`config.mk`:
```
export PLATFORM = sky130hd
export DESIGN_NAME = fight_top
export DESIGN_NICKNAME = d
export VERILOG_FILES = /design/src/source/fight_pkg.sv /design/src/source/fighter_if.sv /design/src/source/fighter.sv /design/src/source/hit_judge.sv /design/src/source/match_control.sv /design/src/source/fight_top.sv
export SDC_FILE = /design/constraint.sdc
export NUM_CORES = 1
export LEC_CHECK = 0
export BUFFER_PORTS_ARGS = -buffer_cell sky130_fd_sc_hd__buf_2
export CAP_MARGIN = 20
export CORE_MARGIN = 2
export CORE_UTILIZATION = 45
export DETAILED_ROUTE_END_ITERATION = 8
export PLACE_DENSITY_LB_ADDON = 0.08
export SLEW_MARGIN = 0
export SYNTH_ARGS = -nofsm -noshare
export SYNTH_HDL_FRONTEND = slang
export SYNTH_SLANG_ARGS = --single-unit
```
`constraint.sdc`:
```
create_clock -name clk -period 8.6 [get_ports clk]
set_input_delay 1.72 -clock clk [delete_from_list [all_inputs] [get_ports clk]]
set_output_delay 1.72 -clock clk [all_outputs]
set_load 0.005 [all_outputs]
```
`src/source/fight_pkg.sv`:
```
package fight_pkg;

  localparam int POS_W   = 10;
  localparam int CNT_W   = 5;
  localparam int METER_W = 3;

  typedef enum logic [3:0] {
    IDLE,
    FWD,
    BACK,
    B_START,
    B_ACTIVE,
    B_RECOVER,
    D_START,
    D_ACTIVE,
    D_RECOVER,
    HITSTUN,
    BLOCKSTUN
  } fstate_t;

  typedef enum logic [1:0] {
    HIT_NONE,
    HIT_BASIC,
    HIT_DIR
  } hit_t;

  typedef enum logic [1:0] {
    PH_PREFIGHT,
    PH_FIGHT,
    PH_KO
  } phase_t;

  // Playfield in pixels
  localparam logic [POS_W-1:0] POS_Y         = 10'd170;
  localparam logic [POS_W-1:0] START_X_LEFT  = 10'd100;
  localparam logic [POS_W-1:0] START_X_RIGHT = 10'd427;
  localparam logic [POS_W-1:0] X_MIN         = 10'd10;
  localparam logic [POS_W-1:0] X_MAX         = 10'd517;
  localparam logic [POS_W-1:0] SPEED_FWD     = 10'd3;
  localparam logic [POS_W-1:0] SPEED_BACK    = 10'd2;
  localparam logic [POS_W-1:0] MIN_GAP       = 10'd30;
  localparam logic [POS_W-1:0] SPRITE_W      = 10'd113;

  // Unmirrored box offsets from the sprite origin
  localparam logic [POS_W-1:0] BASIC_X1 = 10'd35;
  localparam logic [POS_W-1:0] BASIC_X2 = 10'd113;
  localparam logic [POS_W-1:0] BASIC_Y1 = 10'd24;
  localparam logic [POS_W-1:0] BASIC_Y2 = 10'd57;
  localparam logic [POS_W-1:0] DIR_X1   = 10'd62;
  localparam logic [POS_W-1:0] DIR_X2   = 10'd95;
  localparam logic [POS_W-1:0] DIR_Y1   = 10'd6;
  localparam logic [POS_W-1:0] DIR_Y2   = 10'd110;
  localparam logic [POS_W-1:0] HURT_X1  = 10'd28;
  localparam logic [POS_W-1:0] HURT_X2  = 10'd81;
  localparam logic [POS_W-1:0] HURT_Y1  = 10'd0;
  localparam logic [POS_W-1:0] HURT_Y2  = 10'd150;

  // Extra frames spent in each timed state
  localparam logic [CNT_W-1:0] B_START_LEN     = 5'd5;
  localparam logic [CNT_W-1:0] B_ACTIVE_LEN    = 5'd2;
  localparam logic [CNT_W-1:0] B_RECOVER_LEN   = 5'd16;
  localparam logic [CNT_W-1:0] D_START_LEN     = 5'd4;
  localparam logic [CNT_W-1:0] D_ACTIVE_LEN    = 5'd3;
  localparam logic [CNT_W-1:0] D_RECOVER_LEN   = 5'd15;
  localparam logic [CNT_W-1:0] HITSTUN_BASIC   = 5'd15;
  localparam logic [CNT_W-1:0] HITSTUN_DIR     = 5'd14;
  localparam logic [CNT_W-1:0] BLOCKSTUN_BASIC = 5'd13;
  localparam logic [CNT_W-1:0] BLOCKSTUN_DIR   = 5'd12;

  localparam logic [METER_W-1:0] HEALTH_INIT = 3'd5;
  localparam logic [METER_W-1:0] GUARD_INIT  = 3'd3;
  localparam logic [METER_W-1:0] DMG_BASIC   = 3'd1;
  localparam logic [METER_W-1:0] DMG_DIR     = 3'd2;

endpackage

```
`src/source/fighter_if.sv`:
```
`timescale 1ns/100ps

interface fighter_if import fight_pkg::*; ();

  logic [POS_W-1:0] posx;
  fstate_t          state;
  logic [POS_W-1:0] hit_basic_x1, hit_basic_x2, hit_basic_y1, hit_basic_y2;
  logic [POS_W-1:0] hit_dir_x1, hit_dir_x2, hit_dir_y1, hit_dir_y2;
  logic [POS_W-1:0] hurt_x1, hurt_x2, hurt_y1, hurt_y2;
  // Set by the judge while an opponent's hit lands
  hit_t             hit;
  logic             guarded;

  modport fighter (
    output posx, state,
    output hit_basic_x1, hit_basic_x2, hit_basic_y1, hit_basic_y2,
    output hit_dir_x1, hit_dir_x2, hit_dir_y1, hit_dir_y2,
    output hurt_x1, hurt_x2, hurt_y1, hurt_y2,
    input  hit, guarded
  );

  modport judge (
    input  posx, state,
    input  hit_basic_x1, hit_basic_x2, hit_basic_y1, hit_basic_y2,
    input  hit_dir_x1, hit_dir_x2, hit_dir_y1, hit_dir_y2,
    input  hurt_x1, hurt_x2, hurt_y1, hurt_y2,
    output hit, guarded
  );

endinterface

```
`src/source/fighter.sv`:
```
`timescale 1ns/100ps

module fighter import fight_pkg::*; #(
  parameter bit SIDE = 1'b0
) (
  input  logic             clk,
  input  logic             rst,
  input  logic             left,
  input  logic             right,
  input  logic             attack,
  input  logic             fight_active,
  input  logic [POS_W-1:0] other_posx,
  fighter_if.fighter       fi
);

  fstate_t          state_nxt;
  fstate_t          move_state;
  fstate_t          resume_state;
  logic [CNT_W-1:0] cnt;
  logic [CNT_W-1:0] stun_len;
  logic [CNT_W-1:0] stun_nxt;
  logic             load_stun;
  logic             in_stun;
  logic             step_up;
  logic             step_en;
  logic [POS_W-1:0] step_amt;
  logic [POS_W-1:0] posx_nxt;

  // Box edges; the right side mirrors the offsets across the sprite
  function automatic logic [POS_W-1:0] box_lo(input logic [POS_W-1:0] x,
                                              input logic [POS_W-1:0] lo,
                                              input logic [POS_W-1:0] hi);
    return SIDE ? x + SPRITE_W - hi : x + lo;
  endfunction

  function automatic logic [POS_W-1:0] box_hi(input logic [POS_W-1:0] x,
                                              input logic [POS_W-1:0] lo,
                                              input logic [POS_W-1:0] hi);
    return SIDE ? x + SPRITE_W - lo : x + hi;
  endfunction

  assign in_stun = (fi.state == HITSTUN) || (fi.state == BLOCKSTUN);

  // Forward is toward the opponent
  always_comb begin
    if (left && right) move_state = BACK;
    else if (left) move_state = SIDE ? FWD : BACK;
    else if (right) move_state = SIDE ? BACK : FWD;
    else move_state = IDLE;
  end

  assign resume_state = attack ? B_START : move_state;

  always_comb begin
    state_nxt = fi.state;
    load_stun = 1'b0;
    case (fi.hit)
      HIT_DIR: stun_nxt = fi.guarded ? BLOCKSTUN_DIR : HITSTUN_DIR;
      default: stun_nxt = fi.guarded ? BLOCKSTUN_BASIC : HITSTUN_BASIC;
    endcase

    if (!fight_active) begin
      state_nxt = IDLE;
    end else if (fi.hit != HIT_NONE && !in_stun) begin
      load_stun = 1'b1;
      state_nxt = fi.guarded ? BLOCKSTUN : HITSTUN;
    end else begin
      case (fi.state)
        IDLE: state_nxt = resume_state;
        FWD, BACK: state_nxt = attack ? D_START : move_state;
        B_START: if (cnt >= B_START_LEN) state_nxt = B_ACTIVE;
        B_ACTIVE: if (cnt >= B_ACTIVE_LEN) state_nxt = B_RECOVER;
        B_RECOVER: if (cnt >= B_RECOVER_LEN) state_nxt = resume_state;
        D_START: if (cnt >= D_START_LEN) state_nxt = D_ACTIVE;
        D_ACTIVE: if (cnt >= D_ACTIVE_LEN) state_nxt = D_RECOVER;
        D_RECOVER: if (cnt >= D_RECOVER_LEN) state_nxt = resume_state;
        HITSTUN, BLOCKSTUN: if (cnt >= stun_len) state_nxt = resume_state;
        default: state_nxt = IDLE;
      endcase
    end
  end

  // Frame counter restarts on each state change
  always_ff @(posedge clk) begin
    if (rst) begin
      fi.state <= IDLE;
      cnt      <= '0;
      stun_len <= '0;
    end else begin
      fi.state <= state_nxt;
      if (state_nxt != fi.state) cnt <= '0;
      else cnt <= cnt + 1'b1;
      if (load_stun) stun_len <= stun_nxt;
    end
  end

  always_comb begin
    step_up  = 1'b0;
    step_amt = SPEED_BACK;
    step_en  = 1'b0;
    case (fi.state)
      FWD: begin
        step_up  = !SIDE;
        step_amt = SPEED_FWD;
        // Hold off once inside the minimum gap
        step_en  = SIDE ? (fi.posx > other_posx + MIN_GAP)
                        : (fi.posx + MIN_GAP < other_posx);
      end
      BACK: begin
        step_up = SIDE;
        step_en = 1'b1;
      end
      default: begin
        step_en = 1'b0;
      end
    endcase

    if (step_up) posx_nxt = (fi.posx > X_MAX - step_amt) ? X_MAX : fi.posx + step_amt;
    else posx_nxt = (fi.posx < X_MIN + step_amt) ? X_MIN : fi.posx - step_amt;
  end

  always_ff @(posedge clk) begin
    if (rst) fi.posx <= SIDE ? START_X_RIGHT : START_X_LEFT;
    else if (fight_active && step_en) fi.posx <= posx_nxt;
  end

  always_ff @(posedge clk) begin
    fi.hit_basic_x1 <= box_lo(fi.posx, BASIC_X1, BASIC_X2);
    fi.hit_basic_x2 <= box_hi(fi.posx, BASIC_X1, BASIC_X2);
    fi.hit_basic_y1 <= POS_Y + BASIC_Y1;
    fi.hit_basic_y2 <= POS_Y + BASIC_Y2;
    fi.hit_dir_x1   <= box_lo(fi.posx, DIR_X1, DIR_X2);
    fi.hit_dir_x2   <= box_hi(fi.posx, DIR_X1, DIR_X2);
    fi.hit_dir_y1   <= POS_Y + DIR_Y1;
    fi.hit_dir_y2   <= POS_Y + DIR_Y2;
    fi.hurt_x1      <= box_lo(fi.posx, HURT_X1, HURT_X2);
    fi.hurt_x2      <= box_hi(fi.posx, HURT_X1, HURT_X2);
    fi.hurt_y1      <= POS_Y + HURT_Y1;
    fi.hurt_y2      <= POS_Y + HURT_Y2;
  end

  a_state_legal: assert property (
    @(posedge clk) disable iff (rst)
    !$isunknown(fi.state) && (fi.state <= BLOCKSTUN)
  );

endmodule

```
`src/source/hit_judge.sv`:
```
`timescale 1ns/100ps

module hit_judge import fight_pkg::*; (
  input  logic               clk,
  input  logic               rst,
  fighter_if.judge           fl,
  fighter_if.judge           fr,
  input  logic [METER_W-1:0] guard_left,
  input  logic [METER_W-1:0] guard_right,
  output logic               dmg_left,
  output logic               dmg_right,
  output hit_t               dmg_kind_left,
  output hit_t               dmg_kind_right,
  output logic               guard_use_left,
  output logic               guard_use_right
);

  logic l_basic_on, l_dir_on, r_basic_on, r_dir_on;
  logic land_l, land_r;
  logic block_l, block_r;
  logic swing_l, swing_r;
  hit_t kind_l, kind_r;

  // Inclusive overlap on both axes
  function automatic logic overlap(
    input logic [POS_W-1:0] ax1, ax2, ay1, ay2,
    input logic [POS_W-1:0] bx1, bx2, by1, by2
  );
    return (ax1 <= bx2) && (bx1 <= ax2) && (ay1 <= by2) && (by1 <= ay2);
  endfunction

  // land_l means the left fighter's attack lands on the right one
  assign l_basic_on = (fl.state == B_ACTIVE) && overlap(
    fl.hit_basic_x1, fl.hit_basic_x2, fl.hit_basic_y1, fl.hit_basic_y2,
    fr.hurt_x1, fr.hurt_x2, fr.hurt_y1, fr.hurt_y2);
  assign l_dir_on = (fl.state == D_ACTIVE) && overlap(
    fl.hit_dir_x1, fl.hit_dir_x2, fl.hit_dir_y1, fl.hit_dir_y2,
    fr.hurt_x1, fr.hurt_x2, fr.hurt_y1, fr.hurt_y2);
  assign r_basic_on = (fr.state == B_ACTIVE) && overlap(
    fr.hit_basic_x1, fr.hit_basic_x2, fr.hit_basic_y1, fr.hit_basic_y2,
    fl.hurt_x1, fl.hurt_x2, fl.hurt_y1, fl.hurt_y2);
  assign r_dir_on = (fr.state == D_ACTIVE) && overlap(
    fr.hit_dir_x1, fr.hit_dir_x2, fr.hit_dir_y1, fr.hit_dir_y2,
    fl.hurt_x1, fl.hurt_x2, fl.hurt_y1, fl.hurt_y2);

  assign land_l = (l_basic_on || l_dir_on) && !swing_l;
  assign land_r = (r_basic_on || r_dir_on) && !swing_r;
  assign kind_l = l_dir_on ? HIT_DIR : HIT_BASIC;
  assign kind_r = r_dir_on ? HIT_DIR : HIT_BASIC;

  // Defender guards by walking back with guard left in the meter
  assign block_r = (fr.state == BACK) && (guard_right != '0);
  assign block_l = (fl.state == BACK) && (guard_left != '0);

  assign fr.hit     = land_l ? kind_l : HIT_NONE;
  assign fr.guarded = land_l && block_r;
  assign fl.hit     = land_r ? kind_r : HIT_NONE;
  assign fl.guarded = land_r && block_l;

  always_ff @(posedge clk) begin
    if (rst) begin
      swing_l         <= 1'b0;
      swing_r         <= 1'b0;
      dmg_left        <= 1'b0;
      dmg_right       <= 1'b0;
      dmg_kind_left   <= HIT_NONE;
      dmg_kind_right  <= HIT_NONE;
      guard_use_left  <= 1'b0;
      guard_use_right <= 1'b0;
    end else begin
      // Swing latch holds off a second hit until the active frames end
      swing_l         <= (fl.state == B_ACTIVE || fl.state == D_ACTIVE) && (swing_l || land_l);
      swing_r         <= (fr.state == B_ACTIVE || fr.state == D_ACTIVE) && (swing_r || land_r);
      dmg_right       <= land_l && !block_r;
      guard_use_right <= land_l && block_r;
      dmg_kind_right  <= land_l ? kind_l : HIT_NONE;
      dmg_left        <= land_r && !block_l;
      guard_use_left  <= land_r && block_l;
      dmg_kind_left   <= land_r ? kind_r : HIT_NONE;
    end
  end

  a_dmg_xor_guard: assert property (
    @(posedge clk) disable iff (rst)
    !(dmg_left && guard_use_left) && !(dmg_right && guard_use_right)
  );

endmodule

```
`src/source/match_control.sv`:
```
`timescale 1ns/100ps

module match_control import fight_pkg::*; (
  input  logic               clk,
  input  logic               rst,
  input  logic               start,
  input  logic               dmg_left,
  input  logic               dmg_right,
  input  hit_t               dmg_kind_left,
  input  hit_t               dmg_kind_right,
  input  logic               guard_use_left,
  input  logic               guard_use_right,
  output phase_t             phase,
  output logic               fight_active,
  output logic [METER_W-1:0] health_left,
  output logic [METER_W-1:0] health_right,
  output logic [METER_W-1:0] guard_left,
  output logic [METER_W-1:0] guard_right,
  output logic               winner
);

  function automatic logic [METER_W-1:0] sat_sub(input logic [METER_W-1:0] a,
                                                 input logic [METER_W-1:0] b);
    return (a > b) ? a - b : '0;
  endfunction

  function automatic logic [METER_W-1:0] dmg_of(input hit_t kind);
    return (kind == HIT_DIR) ? DMG_DIR : DMG_BASIC;
  endfunction

  assign fight_active = (phase == PH_FIGHT);
  // Right wins only when left is out and right still stands
  assign winner = (health_left == '0) && (health_right != '0);

  always_ff @(posedge clk) begin
    if (rst) begin
      phase <= PH_PREFIGHT;
    end else begin
      case (phase)
        PH_PREFIGHT: if (start) phase <= PH_FIGHT;
        PH_FIGHT: if (health_left == '0 || health_right == '0) phase <= PH_KO;
        default: phase <= phase;
      endcase
    end
  end

  always_ff @(posedge clk) begin
    if (rst) begin
      health_left  <= HEALTH_INIT;
      health_right <= HEALTH_INIT;
      guard_left   <= GUARD_INIT;
      guard_right  <= GUARD_INIT;
    end else if (fight_active) begin
      if (dmg_left) health_left <= sat_sub(health_left, dmg_of(dmg_kind_left));
      if (dmg_right) health_right <= sat_sub(health_right, dmg_of(dmg_kind_right));
      if (guard_use_left) guard_left <= sat_sub(guard_left, 3'd1);
      if (guard_use_right) guard_right <= sat_sub(guard_right, 3'd1);
    end
  end

endmodule

```
`src/source/fight_top.sv`:
```
`timescale 1ns/100ps

module fight_top import fight_pkg::*; (
  input  logic               clk,
  input  logic               rst,
  input  logic               start,
  input  logic               left_l,
  input  logic               right_l,
  input  logic               attack_l,
  input  logic               left_r,
  input  logic               right_r,
  input  logic               attack_r,
  output logic [POS_W-1:0]   posx_l,
  output logic [POS_W-1:0]   posx_r,
  output fstate_t            state_l,
  output fstate_t            state_r,
  output logic [METER_W-1:0] health_l,
  output logic [METER_W-1:0] health_r,
  output logic [METER_W-1:0] guard_l,
  output logic [METER_W-1:0] guard_r,
  output phase_t             phase,
  output logic               winner
);

  logic fight_active;
  logic dmg_left, dmg_right;
  logic guard_use_left, guard_use_right;
  hit_t dmg_kind_left, dmg_kind_right;

  fighter_if if_left ();
  fighter_if if_right ();

  fighter #(.SIDE(1'b0)) i_fighter_l (
    .clk          (clk),
    .rst          (rst),
    .left         (left_l),
    .right        (right_l),
    .attack       (attack_l),
    .fight_active (fight_active),
    .other_posx   (if_right.posx),
    .fi           (if_left)
  );

  fighter #(.SIDE(1'b1)) i_fighter_r (
    .clk          (clk),
    .rst          (rst),
    .left         (left_r),
    .right        (right_r),
    .attack       (attack_r),
    .fight_active (fight_active),
    .other_posx   (if_left.posx),
    .fi           (if_right)
  );

  hit_judge i_hit_judge (
    .clk             (clk),
    .rst             (rst),
    .fl              (if_left),
    .fr              (if_right),
    .guard_left      (guard_l),
    .guard_right     (guard_r),
    .dmg_left        (dmg_left),
    .dmg_right       (dmg_right),
    .dmg_kind_left   (dmg_kind_left),
    .dmg_kind_right  (dmg_kind_right),
    .guard_use_left  (guard_use_left),
    .guard_use_right (guard_use_right)
  );

  match_control i_match_control (
    .clk             (clk),
    .rst             (rst),
    .start           (start),
    .dmg_left        (dmg_left),
    .dmg_right       (dmg_right),
    .dmg_kind_left   (dmg_kind_left),
    .dmg_kind_right  (dmg_kind_right),
    .guard_use_left  (guard_use_left),
    .guard_use_right (guard_use_right),
    .phase           (phase),
    .fight_active    (fight_active),
    .health_left     (health_l),
    .health_right    (health_r),
    .guard_left      (guard_l),
    .guard_right     (guard_r),
    .winner          (winner)
  );

  assign posx_l  = if_left.posx;
  assign posx_r  = if_right.posx;
  assign state_l = if_left.state;
  assign state_r = if_right.state;

endmodule

```
Word level (Yosys, flattened, before mapping)
Index checks and enable logic that the tools add are counted.
Widths: inputs -> output; s select.
{"block": "classes", "n_addsub": 28, "n_mux": 67, "n_reduce_logical": 62, "n_eq_ne": 29, "order_cmp": 32}
{"cell": "$mux 4", "count": 26}
{"cell": "$le 10x10->1", "count": 8}
{"cell": "$pmux 4 s9", "count": 2}
{"cell": "$mux 10", "count": 6}
{"cell": "$add 10x7->10 const B", "count": 4}
{"cell": "$eq 4x3->1 const B", "count": 8}
{"cell": "$gt 10x10->1", "count": 3}
{"cell": "$lt 10x10->1", "count": 3}
{"cell": "$mux 2", "count": 15}
{"cell": "$sub 10x7->10 const B", "count": 3}
{"cell": "$logic_and 1x1->1", "count": 25}
{"cell": "$eq 4x4->1 const B", "count": 6}
{"cell": "$add 10x2->10", "count": 2}
{"cell": "$add 10x5->10 const B", "count": 2}
{"cell": "$add 10x6->10 const B", "count": 2}
{"cell": "$ge 5x2->1 const B", "count": 4}
{"cell": "$ge 5x3->1 const B", "count": 4}
{"cell": "$sub 10x2->10", "count": 2}
{"cell": "$sub 10x2->10 const A", "count": 2}
{"cell": "$sub 10x6->10 const B", "count": 2}
{"cell": "$eq 4x2->1 const B", "count": 4}
{"cell": "$mux 3", "count": 4}
{"cell": "$reduce_or 2->1", "count": 6}
{"cell": "$add 4x2->5 const A", "count": 2}
{"cell": "28 further kinds", "count": 73}
{"block": "totals", "out_inout_bits": 43, "in_bits": 9, "regBits": 192}

Depth between registers and ports, before layout
{"block": "logic_depth", "word_depth": 12, "depth_mapped": 15}

Modules after synthesis
From an unflattened synthesis, not the netlist that was laid out.
{"block": "unflattened", "hier_cells": 1807, "area_unflattened_um2": 14913.1}
{"mod": "fighter (i_fighter_r)", "n_inst": 1, "cells_per_inst": 568, "area_per_inst_um2": 4971.0}
{"mod": "fighter (i_fighter_l)", "n_inst": 1, "cells_per_inst": 559, "area_per_inst_um2": 4659.5}
{"mod": "hit_judge", "n_inst": 1, "cells_per_inst": 582, "area_per_inst_um2": 4391.7}
{"mod": "match_control", "n_inst": 1, "cells_per_inst": 98, "area_per_inst_um2": 890.9}

Least setup slack after synthesis
Ideal clock, no wire load.
{"block": "synth_timing", "kind": "register to register", "start": "register i_fighter_l.fi.posx[6]", "end": "register i_fighter_l.fi.posx[5]", "synth_period_minus_slack_ns": 3.293, "n_path_buf": 3, "path_slack_ns": 5.307, "arrival_time_ns": 3.171, "stages_incl_launch_ff": 13, "t_required_ns": 8.478, "setup_ns": 0.122, "cell_sequence": "dfxtp_1 clkbuf_1 clkbuf_1 buf_1 nand3_1 xnor2_1 ha_1 a21o_1 a21oi_1 o21ai_1 o41ai_2 o21ai_1 a221o_1"}
{"block": "synth_between", "elab_chain_cells": 4, "elab_cells_between_ends": 9}
{"element": "start: declaration", "line_no": "fighter_if.sv:15", "rtl": "output posx, state,"}
{"element": "start signal: assignment", "line_no": "fighter.sv:123", "rtl": "if (rst) fi.posx <= SIDE ? START_X_RIGHT : START_X_LEFT;"}
{"element": "start signal: assignment", "line_no": "fighter.sv:124", "rtl": "else if (fight_active && step_en) fi.posx <= posx_nxt;"}
{"element": "$add 10x5->10", "line_no": "fighter.sv:107", "rtl": ": (fi.posx + MIN_GAP < other_posx);"}
{"element": "$lt 10x10->1", "line_no": "fighter.sv:107"}
{"element": "$pmux 1 s2", "line_no": "fighter.sv:101", "rtl": "case (fi.state)"}
{"element": "$logic_and 1x1->1", "line_no": "fighter.sv:124"}
Several ways; a longest one is shown, not always the timed one.
A chain may end at the register's enable or synchronous reset.

Worst setup path in the final report
{"block": "layout_timing", "start": "register i_fighter_l.fi.posx[1]", "end": "register i_fighter_l.fi.posx[5]"}
Same word-level chain as after synthesis.

==> metrics.txt <==
status finished clean; Fin Clk Skew 15.2 ps; most used routing layer met2; Largest delay share family, worst path compound AO/OA/AOI/OAI gates; switch share 31.3%; nets 1485; Worst Slack Setup Final around 4700 ps; routed wire length 30.5 mm; gr usage total 24.2%; grt met2 use 37.5%; sequential fraction of the synthesis area 31.0%; Synth Area in Adders between 15 and 20%; leak pwr 5.35 nW; Worst path max stage delay 800 ps; Mapped Area 11000 sq um; I/O pin cnt 52; Via-to-Cell Ratio 5.58; Achievable Freq 254 MHz; EDFF count, synth 0; Placed Area 11500 sq um; post-CTS resize count 0; Relative slew margins 27.2%; Pint between 0.001 and 0.0015 W; Avg WL per Cell 18.3 microns; PortBufs 51; # rows 57; Die ar. 25700 sq um; P&R area growth vs syn 10.1%; post-route setup TNS 0 ps; CTS H-tree lvls 4; Synth top area share 31.0%; DRT Pass-1 Iters 7; Initial Util 45.6%; sw power 0.000622 W; layout cells sized above 1 approximately 9.0%; worst-path fanout max 11; synth top area cells dfxtp_1 31%, ha_1 16%, xnor2_1 5.0%; TritonCTS clock tree built; non-filler cells, final 1670; CP Capture Type flop; met3 Use GR 2.65%; peak supply drop ~120 uV; DR DRC count 0; met1 global-route usage 36.1%; crit start category flop; Clk network pwr share a little under two fifths; Synth Area in XOR/XNOR 8.20%; vias 9320; Clock transition at path regs 80 ps; worst min-delay path class reg -> reg; Yosys top cell by area dfxtp_1; CP required 8920 ps; Die W 160 microns; Sink Count 170; RSZ-0062 raised after global routing false; Worst Path Arrival 4270 ps; Max Slew Vio Count 0; cells after synthesis between 1000 and 1500; worst slack, placed 4740 ps; Synth Register Bits between 150 and 200; Syn. warnings 0; Worst Tran Pin Value 1080 ps; core footprint 24100 sq um; antenna-violating nets left 0; antenna violations before repair 2; vias in the first global route 8692; crit-path cells inv_1 -> ha_1 -> and2_1 -> xnor2_1 -> ha_1 -> a211o_1 -> a21oi_1 -> o21ai_1 -> o41ai_2 -> o21ai_1 -> a221o_1; Most used DFF post-synth dfxtp_1; maximum clock path buffer count 2; first-pass GRT wire length 49.1 mm; count of different cell masters after synthesis 84; largest net degree at the start of global routing 49; asr flop ratio synth 0%; sequential share of power between 40% and 50%; Util after Layout 50.1%; mux contribution to synthesized area less than 1%; grt total ovfl 0; die span in y 160 microns; crit path buf inv count 1; cts hold-fix bufs 0; gpl congestion between 0.8 and 0.9; largest family of logic cells by synthesized area compound AO/OA/AOI/OAI gates; Avg Inst Size Synth 8.40 sq um; Crit Path Category reg -> reg; Post-Synth Simple-Gate Area 17.0%; syn_nets 1460; final hold vios 0; DRT iter0 DRCs 798; period utilization a little under half; Num CTS Buffers 17; fin area ~12000 sq um; r2r setup slk 4660 ps; # setup viols final 0; Gate power share between 10% and 20%; Cell Pwr Density 164 nW/um^2; Filler cells around 2400; post-synthesis compound-gate area fraction about a fifth; Clock Latency Late Sink ~440 ps; root buf cell clkbuf_16; fin crit period 3940 ps; Final HPWL DP 23.2 mm; maxcap violations 0; CP max stage cell o41ai_2; Setup Buffers After CTS 0; Inst Count DP ~1600
-- placed cells by master, fill, tap and decap left out, types with 6 or more instances in the layout --
cell type  count
nor3_1        36
nor2b_1       15
o211ai_1       6
dfxtp_1      170
o21a_1         9
xor2_1        38
o22ai_1       10
nand3_1       26
a211o_1        6
buf_4         11
a21oi_1       89
nand4_1       20
and3_1         9
or3_1         10
buf_2         51
o21ai_1       11
nand2_1       96
clkbuf_16     17
nor4_1         8
a21o_1        25
o31ai_1       10
a211oi_1      19
nand2b_1      22
nor2_1        90
a31oi_1       12
xnor2_1       63
ha_1         142
inv_1        134
and2_1        10
o21ai_0       50
o32ai_1        7
-- layer usage --
metal / part of all wire [%] / vias up
met5: 0 / -
met4: 0.90 / 0
met3: 4.5 / 22
met2: 44 / 276
met1: 51 / 4379
li1: - / 4643
-- final cells by class --
cell class	count	area [sq um]	share of cell area [%]
repair buffers	62	338	2.80
clock buffers	17	425	3.52
clock inverters	15	151	1.25
diodes	1	2.50	0.0207
multi-input cells	946	6850	56.7
flip-flops and latches	170	3400	28.2
well taps	324	405	3.35
inverters	135	507	4.19
-- per-stage QoR --
stage          power, W  hold WS (ps)
2_1_floorplan   0.00114           397
3_3_place_gp    0.00124           452
3_5_place_dp    0.00124           461
4_1_cts         0.00199           472
5_1_grt         0.00209           506
6_report        0.00199           473
-- cell usage after synthesis (6+ instances only) --
cell      count
dfxtp_1     170
ha_1        142
inv_1       134
nand2_1      96
nor2_1       90
a21oi_1      89
xnor2_1      63
o21ai_0      50
clkbuf_1     40
xor2_1       38
nor3_1       36
nand3_1      26
a21o_1       25
nand2b_1     22
nand4_1      20
a211oi_1     19
nor2b_1      16
a31oi_1      12
o21ai_1      11
and2_1       10
o22ai_1      10
o31ai_1      10
or3_1        10
and3_1        9
buf_1         9
o21a_1        9
nor4_1        8
buf_2         7
o32ai_1       7
a211o_1       6
o211ai_1      6
-- flip-flops by register name, summed over array words and instances (netlist names), 8 cells and up --
register / flops
i_fighter_l.fi.hit_basic_x1: 10
i_fighter_l.fi.hit_basic_x2: 9
i_fighter_l.fi.hit_dir_x1: 10
i_fighter_l.fi.hit_dir_x2: 8
i_fighter_l.fi.hurt_x1: 9
i_fighter_l.fi.posx: 10
i_fighter_r.fi.hit_basic_x1: 10
i_fighter_r.fi.hit_basic_x2: 9
i_fighter_r.fi.hit_dir_x1: 8
i_fighter_r.fi.hit_dir_x2: 10
i_fighter_r.fi.hurt_x2: 9
i_fighter_r.fi.posx: 10
-- kinds of logic after synthesis --
kind of cell / after synthesis
flops: 170
fa+ha+maj: 144
buf+inv: 191
compound gates: 323
mux: 5
simple gates: 372
xor+xnor: 102
-- tightest hold or removal path, delay by kind of cell (launching register included) --
family	cells	cell delay, ps
AOI/OAI and AO/OA	1	50
and+or+nand+nor	1	60
DFF	1	320
-- worst paths after layout --
path	from	end	depth (start not counted)
max	i_fighter_l.fi.posx[1]	i_fighter_l.fi.posx[5]	11
min	i_fighter_l.stun_len[0]	i_fighter_l.stun_len[0]	2
max reg2reg	i_fighter_l.fi.posx[1]	i_fighter_l.fi.posx[5]	11
min reg2reg	i_fighter_l.stun_len[0]	i_fighter_l.stun_len[0]	2
-- power by group through the flow --
stage                     clock, W  combinational, W  sequential, W
after global placement           0          0.000346       0.000890
final                     0.000761          0.000352       0.000874
after detailed placement         0          0.000346       0.000889
after CTS                 0.000770          0.000350       0.000872
after floorplan                  0          0.000262       0.000874
after global routing      0.000810          0.000400       0.000880
(Power assumes the default switching activity.)
